<file path="src/rtl/cpu_pkg.sv">
// cpu package
// widths, opcodes, ALU select codes, branch codes, FSM states
// and the instruction word with its two field layouts

package cpu_pkg;

    localparam int data_w  = 8;                    // datapath width
    localparam int instr_w = 32;                   // instruction word
    localparam int reg_aw  = 3;                    // eight registers
    localparam int pc_w    = 8;                    // program counter

    // opcodes
    localparam logic [7:0] op_loadi = 8'd0;
    localparam logic [7:0] op_mov   = 8'd1;
    localparam logic [7:0] op_add   = 8'd2;
    localparam logic [7:0] op_sub   = 8'd3;
    localparam logic [7:0] op_and   = 8'd4;
    localparam logic [7:0] op_or    = 8'd5;
    localparam logic [7:0] op_j     = 8'd6;
    localparam logic [7:0] op_beq   = 8'd7;
    localparam logic [7:0] op_mult  = 8'd12;
    localparam logic [7:0] op_sll   = 8'd13;
    localparam logic [7:0] op_srl   = 8'd14;
    localparam logic [7:0] op_sra   = 8'd15;
    localparam logic [7:0] op_ror   = 8'd16;
    localparam logic [7:0] op_bne   = 8'd17;

    // alu select
    localparam logic [2:0] alu_fwd = 3'd0;         // pass operand b
    localparam logic [2:0] alu_add = 3'd1;
    localparam logic [2:0] alu_and = 3'd2;
    localparam logic [2:0] alu_or  = 3'd3;
    localparam logic [2:0] alu_mul = 3'd4;
    localparam logic [2:0] alu_lsh = 3'd5;         // sll or srl by shift bit
    localparam logic [2:0] alu_sra = 3'd6;
    localparam logic [2:0] alu_ror = 3'd7;

    // branch kind
    localparam logic [1:0] br_none = 2'd0;
    localparam logic [1:0] br_eq   = 2'd1;
    localparam logic [1:0] br_ne   = 2'd2;

    // fetch / execute states
    localparam logic [1:0] st_req  = 2'd0;         // req high, wait ack
    localparam logic [1:0] st_rel  = 2'd1;         // req dropped
    localparam logic [1:0] st_low  = 2'd2;         // wait ack low
    localparam logic [1:0] st_exec = 2'd3;         // one cycle

    typedef struct packed {
        logic [7:0] opcode;
        logic [7:0] rd;
        logic [7:0] rt;
        logic [7:0] rs;                            // also immediate
    } r_fmt_t;

    typedef struct packed {
        logic [7:0]        opcode;
        logic signed [7:0] offset;                 // instruction count
        logic [7:0]        rt;
        logic [7:0]        rs;
    } b_fmt_t;

    typedef union packed {
        r_fmt_t r;                                 // alu / load forms
        b_fmt_t b;                                 // j, beq, bne
    } instr_t;

endpackage

</file>
<file path="src/rtl/control_unit.sv">
// control unit
// decodes the opcode into write enable, operand selects, ALU select,
// jump, branch kind and shift direction

module control_unit (
    input  logic [7:0] opcode,
    output logic       write_enable,
    output logic       comp_select,
    output logic       imm_select,
    output logic       jump,
    output logic       shift_left,
    output logic [1:0] branch,
    output logic [2:0] alu_op
);

    import cpu_pkg::*;

    always_comb begin
        write_enable = 1'b0;                       // unknown opcode is a no-op
        comp_select  = 1'b0;
        imm_select   = 1'b0;
        jump         = 1'b0;
        shift_left   = 1'b0;
        branch       = br_none;
        alu_op       = alu_fwd;

        case (opcode)
            op_loadi: begin
                write_enable = 1'b1;
                imm_select   = 1'b1;               // forward the immediate
            end
            op_mov: begin
                write_enable = 1'b1;               // forward rs data
            end
            op_add: begin
                write_enable = 1'b1;
                alu_op       = alu_add;
            end
            op_sub: begin
                write_enable = 1'b1;
                comp_select  = 1'b1;               // rt + (-rs)
                alu_op       = alu_add;
            end
            op_and: begin
                write_enable = 1'b1;
                alu_op       = alu_and;
            end
            op_or: begin
                write_enable = 1'b1;
                alu_op       = alu_or;
            end
            op_mult: begin
                write_enable = 1'b1;
                alu_op       = alu_mul;
            end
            op_sll: begin
                write_enable = 1'b1;
                imm_select   = 1'b1;               // shift amount
                alu_op       = alu_lsh;
                shift_left   = 1'b1;
            end
            op_srl: begin
                write_enable = 1'b1;
                imm_select   = 1'b1;
                alu_op       = alu_lsh;
            end
            op_sra: begin
                write_enable = 1'b1;
                imm_select   = 1'b1;
                alu_op       = alu_sra;
            end
            op_ror: begin
                write_enable = 1'b1;
                imm_select   = 1'b1;
                alu_op       = alu_ror;
            end
            op_j: begin
                jump         = 1'b1;
            end
            op_beq: begin
                comp_select  = 1'b1;               // compare by subtract
                alu_op       = alu_add;
                branch       = br_eq;
            end
            op_bne: begin
                comp_select  = 1'b1;
                alu_op       = alu_add;
                branch       = br_ne;
            end
            default: ;
        endcase
    end

endmodule

</file>
<file path="src/rtl/alu.sv">
// alu
// forward, add, and, or, low-byte multiply, logical and arithmetic
// shifts and rotate right, plus a zero flag for branches

module alu (
    input  logic [cpu_pkg::data_w-1:0] operand_a,
    input  logic [cpu_pkg::data_w-1:0] operand_b,
    input  logic [2:0]                 alu_op,
    input  logic                       shift_left,
    output logic [cpu_pkg::data_w-1:0] result,
    output logic                       zero
);

    import cpu_pkg::*;

    logic [2:0]          shamt;                    // low bits of operand b
    logic [2*data_w-1:0] rot_pair;                 // a:a for rotate

    assign shamt    = operand_b[2:0];
    assign rot_pair = {operand_a, operand_a} >> shamt;

    always_comb begin
        case (alu_op)
            alu_fwd: result = operand_b;
            alu_add: result = operand_a + operand_b;
            alu_and: result = operand_a & operand_b;
            alu_or:  result = operand_a | operand_b;
            alu_mul: result = data_w'(operand_a * operand_b);  // low byte only
            alu_lsh: begin
                if (shift_left) begin
                    result = operand_a << shamt;
                end else begin
                    result = operand_a >> shamt;
                end
            end
            alu_sra: result = $signed(operand_a) >>> shamt;   // sign fill
            alu_ror: result = rot_pair[data_w-1:0];
            default: result = operand_b;
        endcase
    end

    assign zero = (result == '0);                  // beq / bne test

endmodule

</file>
<file path="src/rtl/reg_file.sv">
// register file
// eight 8-bit registers, two asynchronous read ports, one write port

module reg_file (
    input  logic                       clk,
    input  logic                       rst_n,
    input  logic                       write_en,
    input  logic [cpu_pkg::reg_aw-1:0] write_addr,
    input  logic [cpu_pkg::data_w-1:0] write_data,
    input  logic [cpu_pkg::reg_aw-1:0] read_addr_a,
    input  logic [cpu_pkg::reg_aw-1:0] read_addr_b,
    output logic [cpu_pkg::data_w-1:0] read_data_a,
    output logic [cpu_pkg::data_w-1:0] read_data_b
);

    import cpu_pkg::*;

    logic [data_w-1:0] regs [0:(1<<reg_aw)-1];

    always_ff @(posedge clk or negedge rst_n) begin
        if (!rst_n) begin
            for (int i = 0; i < (1 << reg_aw); i++) begin
                regs[i] <= '0;                     // all clear
            end
        end else if (write_en) begin
            regs[write_addr] <= write_data;
        end
    end

    assign read_data_a = regs[read_addr_a];        // rt
    assign read_data_b = regs[read_addr_b];        // rs

endmodule

</file>
<file path="src/rtl/pc_unit.sv">
// program counter
// steps by one, or by one plus a signed offset on jump or taken branch

module pc_unit (
    input  logic                     clk,
    input  logic                     rst_n,
    input  logic                     step,
    input  logic                     jump,
    input  logic [1:0]               branch,
    input  logic                     zero,
    input  logic [7:0]               offset,
    output logic [cpu_pkg::pc_w-1:0] pc
);

    import cpu_pkg::*;

    logic            take;                         // redirect this step
    logic [pc_w-1:0] pc_next;

    assign take = jump
                | ((branch == br_eq) &&  zero)
                | ((branch == br_ne) && !zero);

    // offset counts from the following instruction
    assign pc_next = pc + pc_w'(1) + (take ? pc_w'($signed(offset)) : '0);

    always_ff @(posedge clk or negedge rst_n) begin
        if (!rst_n) begin
            pc <= '0;
        end else if (step) begin
            pc <= pc_next;                         // only in execute
        end
    end

endmodule

</file>
<file path="src/rtl/cpu_fsm.sv">
// fetch / execute sequencer
// runs the four-phase req/ack fetch, holds the instruction register
// and flags the single execute cycle

module cpu_fsm (
    input  logic            clk,
    input  logic            rst_n,
    input  logic            imem_ack,
    input  cpu_pkg::instr_t imem_data,
    output logic            imem_req,
    output cpu_pkg::instr_t instr,
    output logic            exec
);

    import cpu_pkg::*;

    logic [1:0] state;
    logic [1:0] state_next;

    always_comb begin
        state_next = state;
        case (state)
            st_req:  if (imem_ack) state_next = st_rel;    // data valid now
            st_rel:  state_next = st_low;          // memory has not seen req drop yet
            st_low:  if (!imem_ack) state_next = st_exec;  // handshake closed
            st_exec: state_next = st_req;          // next fetch
            default: state_next = st_req;
        endcase
    end

    always_ff @(posedge clk or negedge rst_n) begin
        if (!rst_n) begin
            state    <= st_req;
            imem_req <= 1'b0;                      // no fetch in reset
        end else begin
            state    <= state_next;
            imem_req <= (state_next == st_req);    // phase 1 and 2
        end
    end

    // capture on the ack edge while the memory holds the data
    always_ff @(posedge clk) begin
        if (state == st_req && imem_ack) begin
            instr <= imem_data;
        end
    end

    assign exec = (state == st_exec);

endmodule

</file>
<file path="src/rtl/cpu_top.sv">
// cpu top level
// fetch sequencer, program counter, decoder, register file and ALU,
// with the operand mux and the write-back port

module cpu_top (
    input  logic                       clk,
    input  logic                       rst_n,
    input  logic                       imem_ack,
    input  cpu_pkg::instr_t            imem_data,
    output logic                       imem_req,
    output logic [cpu_pkg::pc_w-1:0]   imem_addr,
    output logic                       retire,
    output logic                       wb_en,
    output logic [cpu_pkg::reg_aw-1:0] wb_addr,
    output logic [cpu_pkg::data_w-1:0] wb_data
);

    import cpu_pkg::*;

    instr_t            instr;                      // latched word
    logic              exec;
    logic              write_enable;
    logic              comp_select;
    logic              imm_select;
    logic              jump;
    logic              shift_left;
    logic [1:0]        branch;
    logic [2:0]        alu_op;
    logic [data_w-1:0] rt_data;
    logic [data_w-1:0] rs_data;
    logic [data_w-1:0] rs_neg;
    logic [data_w-1:0] operand_b;
    logic [data_w-1:0] alu_result;
    logic              zero;

    cpu_fsm u_cpu_fsm (
        .clk       (clk),
        .rst_n     (rst_n),
        .imem_ack  (imem_ack),
        .imem_data (imem_data),
        .imem_req  (imem_req),
        .instr     (instr),
        .exec      (exec)
    );

    control_unit u_control_unit (
        .opcode       (instr.r.opcode),
        .write_enable (write_enable),
        .comp_select  (comp_select),
        .imm_select   (imm_select),
        .jump         (jump),
        .shift_left   (shift_left),
        .branch       (branch),
        .alu_op       (alu_op)
    );

    reg_file u_reg_file (
        .clk         (clk),
        .rst_n       (rst_n),
        .write_en    (wb_en),
        .write_addr  (wb_addr),
        .write_data  (alu_result),
        .read_addr_a (instr.r.rt[reg_aw-1:0]),     // low bits of field
        .read_addr_b (instr.r.rs[reg_aw-1:0]),
        .read_data_a (rt_data),
        .read_data_b (rs_data)
    );

    assign rs_neg    = ~rs_data + 1'b1;            // two's complement
    assign operand_b = imm_select  ? instr.r.rs :  // immediate field
                       comp_select ? rs_neg     : rs_data;

    alu u_alu (
        .operand_a  (rt_data),
        .operand_b  (operand_b),
        .alu_op     (alu_op),
        .shift_left (shift_left),
        .result     (alu_result),
        .zero       (zero)
    );

    pc_unit u_pc_unit (
        .clk    (clk),
        .rst_n  (rst_n),
        .step   (exec),
        .jump   (jump),
        .branch (branch),
        .zero   (zero),
        .offset (instr.b.offset),                  // b view for j / beq / bne
        .pc     (imem_addr)
    );

    assign retire  = exec;
    assign wb_en   = write_enable & exec;          // write only in execute
    assign wb_addr = instr.r.rd[reg_aw-1:0];
    assign wb_data = alu_result;

endmodule

</file>
<file path="config.mk">
export PLATFORM = sky130hd
export DESIGN_NAME = cpu_top
export DESIGN_NICKNAME = d
export VERILOG_FILES = /design/src/rtl/cpu_pkg.sv /design/src/rtl/control_unit.sv /design/src/rtl/alu.sv /design/src/rtl/reg_file.sv /design/src/rtl/pc_unit.sv /design/src/rtl/cpu_fsm.sv /design/src/rtl/cpu_top.sv
export SDC_FILE = /design/constraint.sdc
export NUM_CORES = 1
export LEC_CHECK = 0
export BUFFER_PORTS_ARGS = -buffer_cell sky130_fd_sc_hd__buf_2
export CAP_MARGIN = 20
export CORE_UTILIZATION = 55
export DETAILED_ROUTE_END_ITERATION = 8
export PLACE_DENSITY = 0.86
export SETUP_SLACK_MARGIN = 0.05
export SYNTH_ARGS = -nofsm -noshare
export SYNTH_HDL_FRONTEND = slang
export SYNTH_SLANG_ARGS = --single-unit
</file>
<file path="constraint.sdc">
create_clock -name clk -period 9.4 [get_ports clk]
set_input_delay 2.35 -clock clk [delete_from_list [all_inputs] [get_ports clk]]
set_output_delay 2.35 -clock clk [all_outputs]
set_load 0.03 [all_outputs]
</file>
Yosys cells after proc, flatten, opt, wreduce, memory -nomap -nowiden
Cells that the tools add are included.

Register bits after elaboration: 107. Latch bits: 0. Memory bits (writable): 0. Bits in read-only memories: 0. Input bits: 35. Output and inout bits: 22. Word-level logic and storage cells: 98. Memories kept: 0.

Add/subtract/negate cells: 4. Multiply operators: 1. Divide/modulo/power cells: 0. Order comparisons: 4. Equality and inequality tests: 25. Shift-type cells: 4. Mux-type cells: 24. Bitwise operators: 9. Reductions and logical operators: 15.

Operator list (count): 8-bit 2-to-1 mux (9); 64-bit bitwise mux (1); 8-bit case mux with 8 select lines (1); 8-bit binary-select mux with 3-bit select (2); 8-bit by 3-bit == test with 1-bit output, second input constant (4); 8-bit by 4-bit == test with 1-bit output, second input constant (4); 8-bit demux with 3-bit select (1); 3-bit case mux with 7 select lines (1); 8-bit by 1-bit adder with 8-bit output, second input constant (2); 8-bit adder (2); 8-bit by 2-bit == test with 1-bit output, second input constant (2); 8-bit by 5-bit == test with 1-bit output, second input constant (2); 8-bit logical NOT (2); 16-bit by 3-bit right shift with 8-bit output (1); 3-bit == test, second input constant (4); 4-bit greater-or-equal comparator, second input constant (3); 3-bit NOT with 4-bit output (3); 11-bit OR reduction (1); 8-bit AND (1); 8-bit by 1-bit == test with 1-bit output, second input constant (1); 8-bit by 8-bit multiplier with 8-bit output (1); 8-bit NOT (1); 8-bit OR (1); 2-bit case mux with 4 select lines (1); 21 further kinds (35).

Depth between registers and ports, before layout
Depth in word-level cells: 17. Mapped depth: 45. Depth with buffers taken out: 41.

Hierarchy
From an unflattened synthesis, not the netlist that was laid out.

Cells, all modules: 754. Area, all modules: 8603.3 µm².

By module, submodules not included: reg_file (times used 1, cells an instance 201, area each 3539.6 µm², sequential area each 1601.5 µm²); alu (times used 1, cells an instance 350, area each 2685.1 µm², sequential area each 0.0 µm²); cpu_fsm (times used 1, cells an instance 46, area each 1132.3 µm², sequential area each 1036.0 µm²); pc_unit (times used 1, cells an instance 70, area each 699.4 µm², sequential area each 200.2 µm²); cpu_top (times used 1, cells an instance 46, area each 314.1 µm², sequential area each 0.0 µm²); control_unit (times used 1, cells an instance 41, area each 232.7 µm², sequential area each 0.0 µm²).

Least setup slack after synthesis
No wires, ideal clock.

Kind: register to register. Start point: reg u_cpu_fsm.instr[0] (netlist name). End point: reg u_pc_unit.pc[7] (netlist name). Library setup time: 0.119 ns. Arrival: 9.300 ns. Required time: 9.281 ns. Path slack: -0.019 ns. Cell stages (with the launch flop): 46. Path buffers: 4. Clock period less this slack: 9.419 ns. Cell sequence: edfxtp_1 buf_6 mux4_2 mux2i_1 ha_1 a211oi_1 xnor2_1 o21a_1 buf_4 inv_2 clkbuf_1 ha_1 inv_1 fa_1 inv_1 fa_1 ha_1 inv_1 [... 10 more ...] a2bb2oi_1 clkbuf_1 o31ai_2 o21a_1 nor2b_1 ha_1 nor2b_1 o21ai_0 a21boi_0 o21ai_0 a21oi_1 o21ai_0 nand2b_1 mux2i_1 o221a_2 o41a_1 o221a_1 a21bo_1.

Longest elaborated chain between the ends: 17. Elaborated cells between the ends (all ways): 26. Those cells by class: add/sub: 3; mul: 1; shift: 4; mux: 8; bitwise: 6; reduce/logical: 4.

Ends and longest elaborated chain: from (decl) (line cpu_fsm.sv:11) `output cpu_pkg::instr_t instr,`; from (signal assigned) (line cpu_fsm.sv:44) `instr <= imem_data;`; 3-bit NOT with 4-bit output (implied by the code) (line reg_file.sv:31) `assign read_data_b = regs[read_addr_b];`; 8-bit binary-select mux with 3-bit select (line reg_file.sv:31); 8-bit 2-to-1 mux (implied by the code) (2 in a row) (line reg_file.sv:31); 8-bit NOT (line cpu_top.sv:69) `assign rs_neg = ~rs_data + 1'b1;`; 8-bit by 1-bit adder with 8-bit output (line cpu_top.sv:69); 8-bit 2-to-1 mux (line cpu_top.sv:71) `comp_select ? rs_neg : rs_data;`; 8-bit 2-to-1 mux (*) (line cpu_top.sv:70) `assign operand_b = imm_select ? instr.r.rs :`; branches (longest 2 deep; another with 8-bit by 8-bit multiplier with 8-bit output); 8-bit case mux with 8 select lines (*) (line alu.sv:23) `case (alu_op)`; via wb_data, one bit (line cpu_top.sv:15) `output logic [cpu_pkg::data_w-1:0] wb_data`; 8-bit logical NOT (*) (line alu.sv:42) `assign zero = (result == '0);`; 1-bit logical AND / 1-bit logical NOT (equally long branches) (line pc_unit.sv:21, pc_unit.sv:22); 1-bit OR / 1-bit logical AND (equally long branches) (line pc_unit.sv:21, pc_unit.sv:22); 1-bit OR (*) (line pc_unit.sv:22) `| ((branch == br_ne) && !zero);`; 8-bit 2-to-1 mux (*) (line pc_unit.sv:25) `assign pc_next = pc + pc_w'(1) + (take ? pc_w'($signed(offset)) : '0);`; 8-bit adder (*) (line pc_unit.sv:25); to (signal assigned) (line pc_unit.sv:31) `pc <= pc_next;`; to (decl) (line pc_unit.sv:12) `output logic [cpu_pkg::pc_w-1:0] pc`.

Mark *: on every way through the listed nets, which the timed path passes. The select of a mux whose other input is x is not followed. A chain may end at the register's enable or synchronous reset.

Worst setup path in the final report
Start point: reg u_cpu_fsm.instr[0] (netlist name). End point: reg u_pc_unit.pc[7] (netlist name).

Longest elaborated chain between the ends: 17. Elaborated cells between the ends (all ways): 26. Those cells by class: add/sub: 3; mul: 1; shift: 4; mux: 8; bitwise: 6; reduce/logical: 4.

Ends and longest elaborated chain (line): 3-bit NOT with 4-bit output (implied by the code) (reg_file.sv:31); 8-bit binary-select mux with 3-bit select (reg_file.sv:31); 8-bit 2-to-1 mux (implied by the code) (2 in a row) (reg_file.sv:31); 8-bit NOT (cpu_top.sv:69); 8-bit by 1-bit adder with 8-bit output (cpu_top.sv:69); 8-bit 2-to-1 mux (cpu_top.sv:71); 8-bit 2-to-1 mux (*) (cpu_top.sv:70); branches (longest 2 deep; another with 8-bit by 8-bit multiplier with 8-bit output); 8-bit case mux with 8 select lines (*) (alu.sv:23); 8-bit logical NOT (*) (alu.sv:42); 1-bit logical AND / 1-bit logical NOT (equally long branches) (pc_unit.sv:21, pc_unit.sv:22); 1-bit OR / 1-bit logical AND (equally long branches) (pc_unit.sv:21, pc_unit.sv:22); 1-bit OR (*) (pc_unit.sv:22); 8-bit 2-to-1 mux (*) (pc_unit.sv:25); 8-bit adder (*) (pc_unit.sv:25).

Every way passes the cells marked *. The select of a mux whose other input is x is not followed.

==> results.cfg <==
[outcome]
status = complete, but fails checks
violations = setup timing

[synth]
ys_top_cells_by_area = dfrtp_1 23%, edfxtp_1 9.8%, mux2_2 9.4%
synthCells = 805
yosys.area.top_type = dfrtp_1
yosysWarnings = 0
synth_top_cell_area_share_pct = 22.6
syn-num-nets = 895
yosysUniqueCellTypes = 85
synth_edf_count = 27
synth-seq-area-share_pct = 32.4
syn_area_per_cell_sq_um = 10.3
synth-seq-cells = 102
synthArstFlopShare_pct = 73.5
synth_ff_type = dfrtp_1
syn_area_sq_um = 8300

[clock_network]
clock_path_buffers = 2
clock_sinks = 102
cts-hold-fix-buffers = 0
root_buffer = clkbuf_16
cts_tree = built
clkLatencyLatePin_ps = 350
cts_buffers = 9
htreeDepth = 3
path_clk_slew_ps = 70

[power]
power_w = 0.00143
ir_drop_uv = 287
p_sw_share_pct = 36.0
seq_power_share_pct = 39.2
p_int_w = 0.000916
p_leak_nw = 4.63
power.share.clock_pct = 25.5
combPwrFrac_pct = 35.2
p_per_area_nw_per_um2 = 141
netSwitchingPower_w = 0.000516

[worst_setup_path]
max_stage_delay_ps = 560
rr_worst_depth = 43
cp_data_arrival_time_ps = 9790
critical_path_class = flip-flop to flip-flop
crit_path_end_kind = flip-flop
cp_top_family = compound AO/OA/AOI/OAI gates
r2r_setup_slack_ps = -150
slowest_stage = fa_1
r2r_end = u_pc_unit.pc[7]
startpoint_type = flip-flop
crit_buf_inv = 9
crit_required_ps = 9640
r2r-start = u_cpu_fsm.instr[0]
cp_max_fo = 5

[placed_design]
gp_congestion = 1.01
dp_hpwl_mm = 18.0
dp.cells = 1104
placed_area_sq_um = 9390
io_buffers = 51

[final_layout]
fill_cells = 979
layout-drive-gt1-share_pct = 35.6
stdcell_count = 1137
num_antenna_cells = 0
layout.nets = 1038
syn2layout_area_growth_pct = 21.9
fin_util_pct = 69.1
final_area_sq_um = 10100

[route]
wl_per_cell_microns = 23.0
drtAntennaViolNets = 0
vias_per_cell = 6.66
drc = 0
num_vias = 7574
drt_pass1_iterations = 6
wirelength_mm = 26.2
drt_iter0_markers = 901

[floorplanning]
die_y_microns = 125
rows = 44
core_area_sq_um = 14600
initial_core_util_pct = 56.7
die_x_microns = 125
design.die.area_sq_um = 15600
ios = 57

[global_routing]
track_usage_pct = 32.1
grt_pass1_vias = 7392
grt_pass1_wl_mm = 38.6
grt_overflow = 0
grt_antenna_before_repair = 0
grt_max_degree = 76

[job]
maxCapViolCount = 0

[sta]
rsz0062_at_grt = yes
setup_ws_ps = -149
finalSetupTns_ps = -149
fmax_mhz = 105
setup_viol = 1
max_slew_margin_pct = 22.3
finalHoldViolCount = 0
final_max_slew_viol_count = 0
skew_ps = 8.28
post-route-min-period_ps = 9550
tightest_slew_ps = 1160
period_share_pct = 102

[hold_path]
holdPathStages = 1
hold_class = flip-flop to flip-flop
hp-start = u_reg_file.regs[48]
whs_endpoint = u_reg_file.regs[48]
-- how the worst max path moves through the flow --
stage / startpoint / endpoint / slack, ps / cells past startpoint
after global placement: u_cpu_fsm.instr[0] / u_pc_unit.pc[7] / -290 / 42
after detailed placement: u_cpu_fsm.instr[0] / u_pc_unit.pc[7] / -420 / 43
final: u_cpu_fsm.instr[0] / u_pc_unit.pc[7] / -150 / 43
after floorplan: u_cpu_fsm.instr[0] / u_pc_unit.pc[7] / 60 / 41
after global routing: u_cpu_fsm.instr[0] / u_pc_unit.pc[7] / -350 / 43
after CTS: u_cpu_fsm.instr[0] / u_pc_unit.pc[7] / 80 / 41
-- placed cells by master, fill, tap and decap left out, drive strengths merged, types with 12 or more instances in the layout --
master	count
a211oi	12
a21oi	31
buf	179
clkbuf	12
dfrtp	75
edfxtp	27
fa	14
ha	41
inv	59
mux2	69
mux2i	35
mux4	28
nand2	56
nand3	15
nor2	57
nor2b	14
nor3	23
o21ai	34
xnor2	19
-- power groups by stage --
| stage | clock, W | sequential, W | combinational, W |
|---|---|---|---|
| after CTS | 0.000365 | 0.000556 | 0.000457 |
| after floorplan | 0 | 0.000570 | 0.000275 |
| final | 0.000365 | 0.000562 | 0.000504 |
| after detailed placement | 0 | 0.000564 | 0.000442 |
| after global routing | 0.000384 | 0.000565 | 0.000532 |
| after global placement | 0 | 0.000562 | 0.000427 |
-- routing by layer --
layer / part of all wire [%] / track usage [%]
met3: 7.4 / 4.73
met1: 38 / 40.3
met4: 5.1 / 15.6
met5: 0 / 0
met2: 49 / 54.6
-- stage by stage --
step                      setup slack (ps)  hold slack (ps)
after floorplan                       62.9              476
after global placement                -292              499
after detailed placement              -418              512
after CTS                             76.3              525
after global routing                  -351              550
final                                 -149              526
-- flip-flops by register name, summed over array words and instances, names as in the netlist --
register            count
u_cpu_fsm.imem_req      1
u_cpu_fsm.instr        27
u_cpu_fsm.state         2
u_pc_unit.pc            8
u_reg_file.regs        64
-- cells in the mapped netlist (all sizes together), types with 5 or more instances --
cell	number
a211oi	12
nor3	23
a21o	7
nor2	57
mux2i	35
fa	14
buf	26
dfrtp	75
o211ai	5
a21oi	31
nor2b	14
o21ai	34
ha	41
edfxtp	27
inv	58
o22ai	6
a31oi	9
nand4	5
mux2	69
nand2b	5
xnor2	19
nand3	15
and3	7
xor2	6
mux4	28
nand2	56
o31ai	5
a221oi	5
o21a	5
clkbuf	21
a2111oi	5
-- cells by family after synthesis --
kind of cell,count (synthesis),share of synthesized area (%)
AOI/OAI and AO/OA,169,14.4
xor gates and xnor gates,28,3.45
and+or+nand+nor,213,12.6
muxes,132,21.9
DFF,102,32.4
adders and majority gates,55,9.56
buffers and inverters,106,5.71
-- area by class of cell --
cell class / instances / area [sq um] / area share (%)
clock inverters: 4 / 27.5 / 0.272
well taps: 184 / 230 / 2.28
multi-input cells: 597 / 5420 / 53.5
clock buffers: 12 / 258 / 2.55
flip-flops and latches: 102 / 2690 / 26.6
repair buffers: 179 / 1280 / 12.6
inverters: 59 / 221 / 2.19
-- what timing repair did --
action                                  CTS  global route
endpoints found under the setup margin    2             3
gates resized for setup                  32            39
setup buffers                             6            12
pin swaps                                15            38
Power figures use the tool's default switching activity.
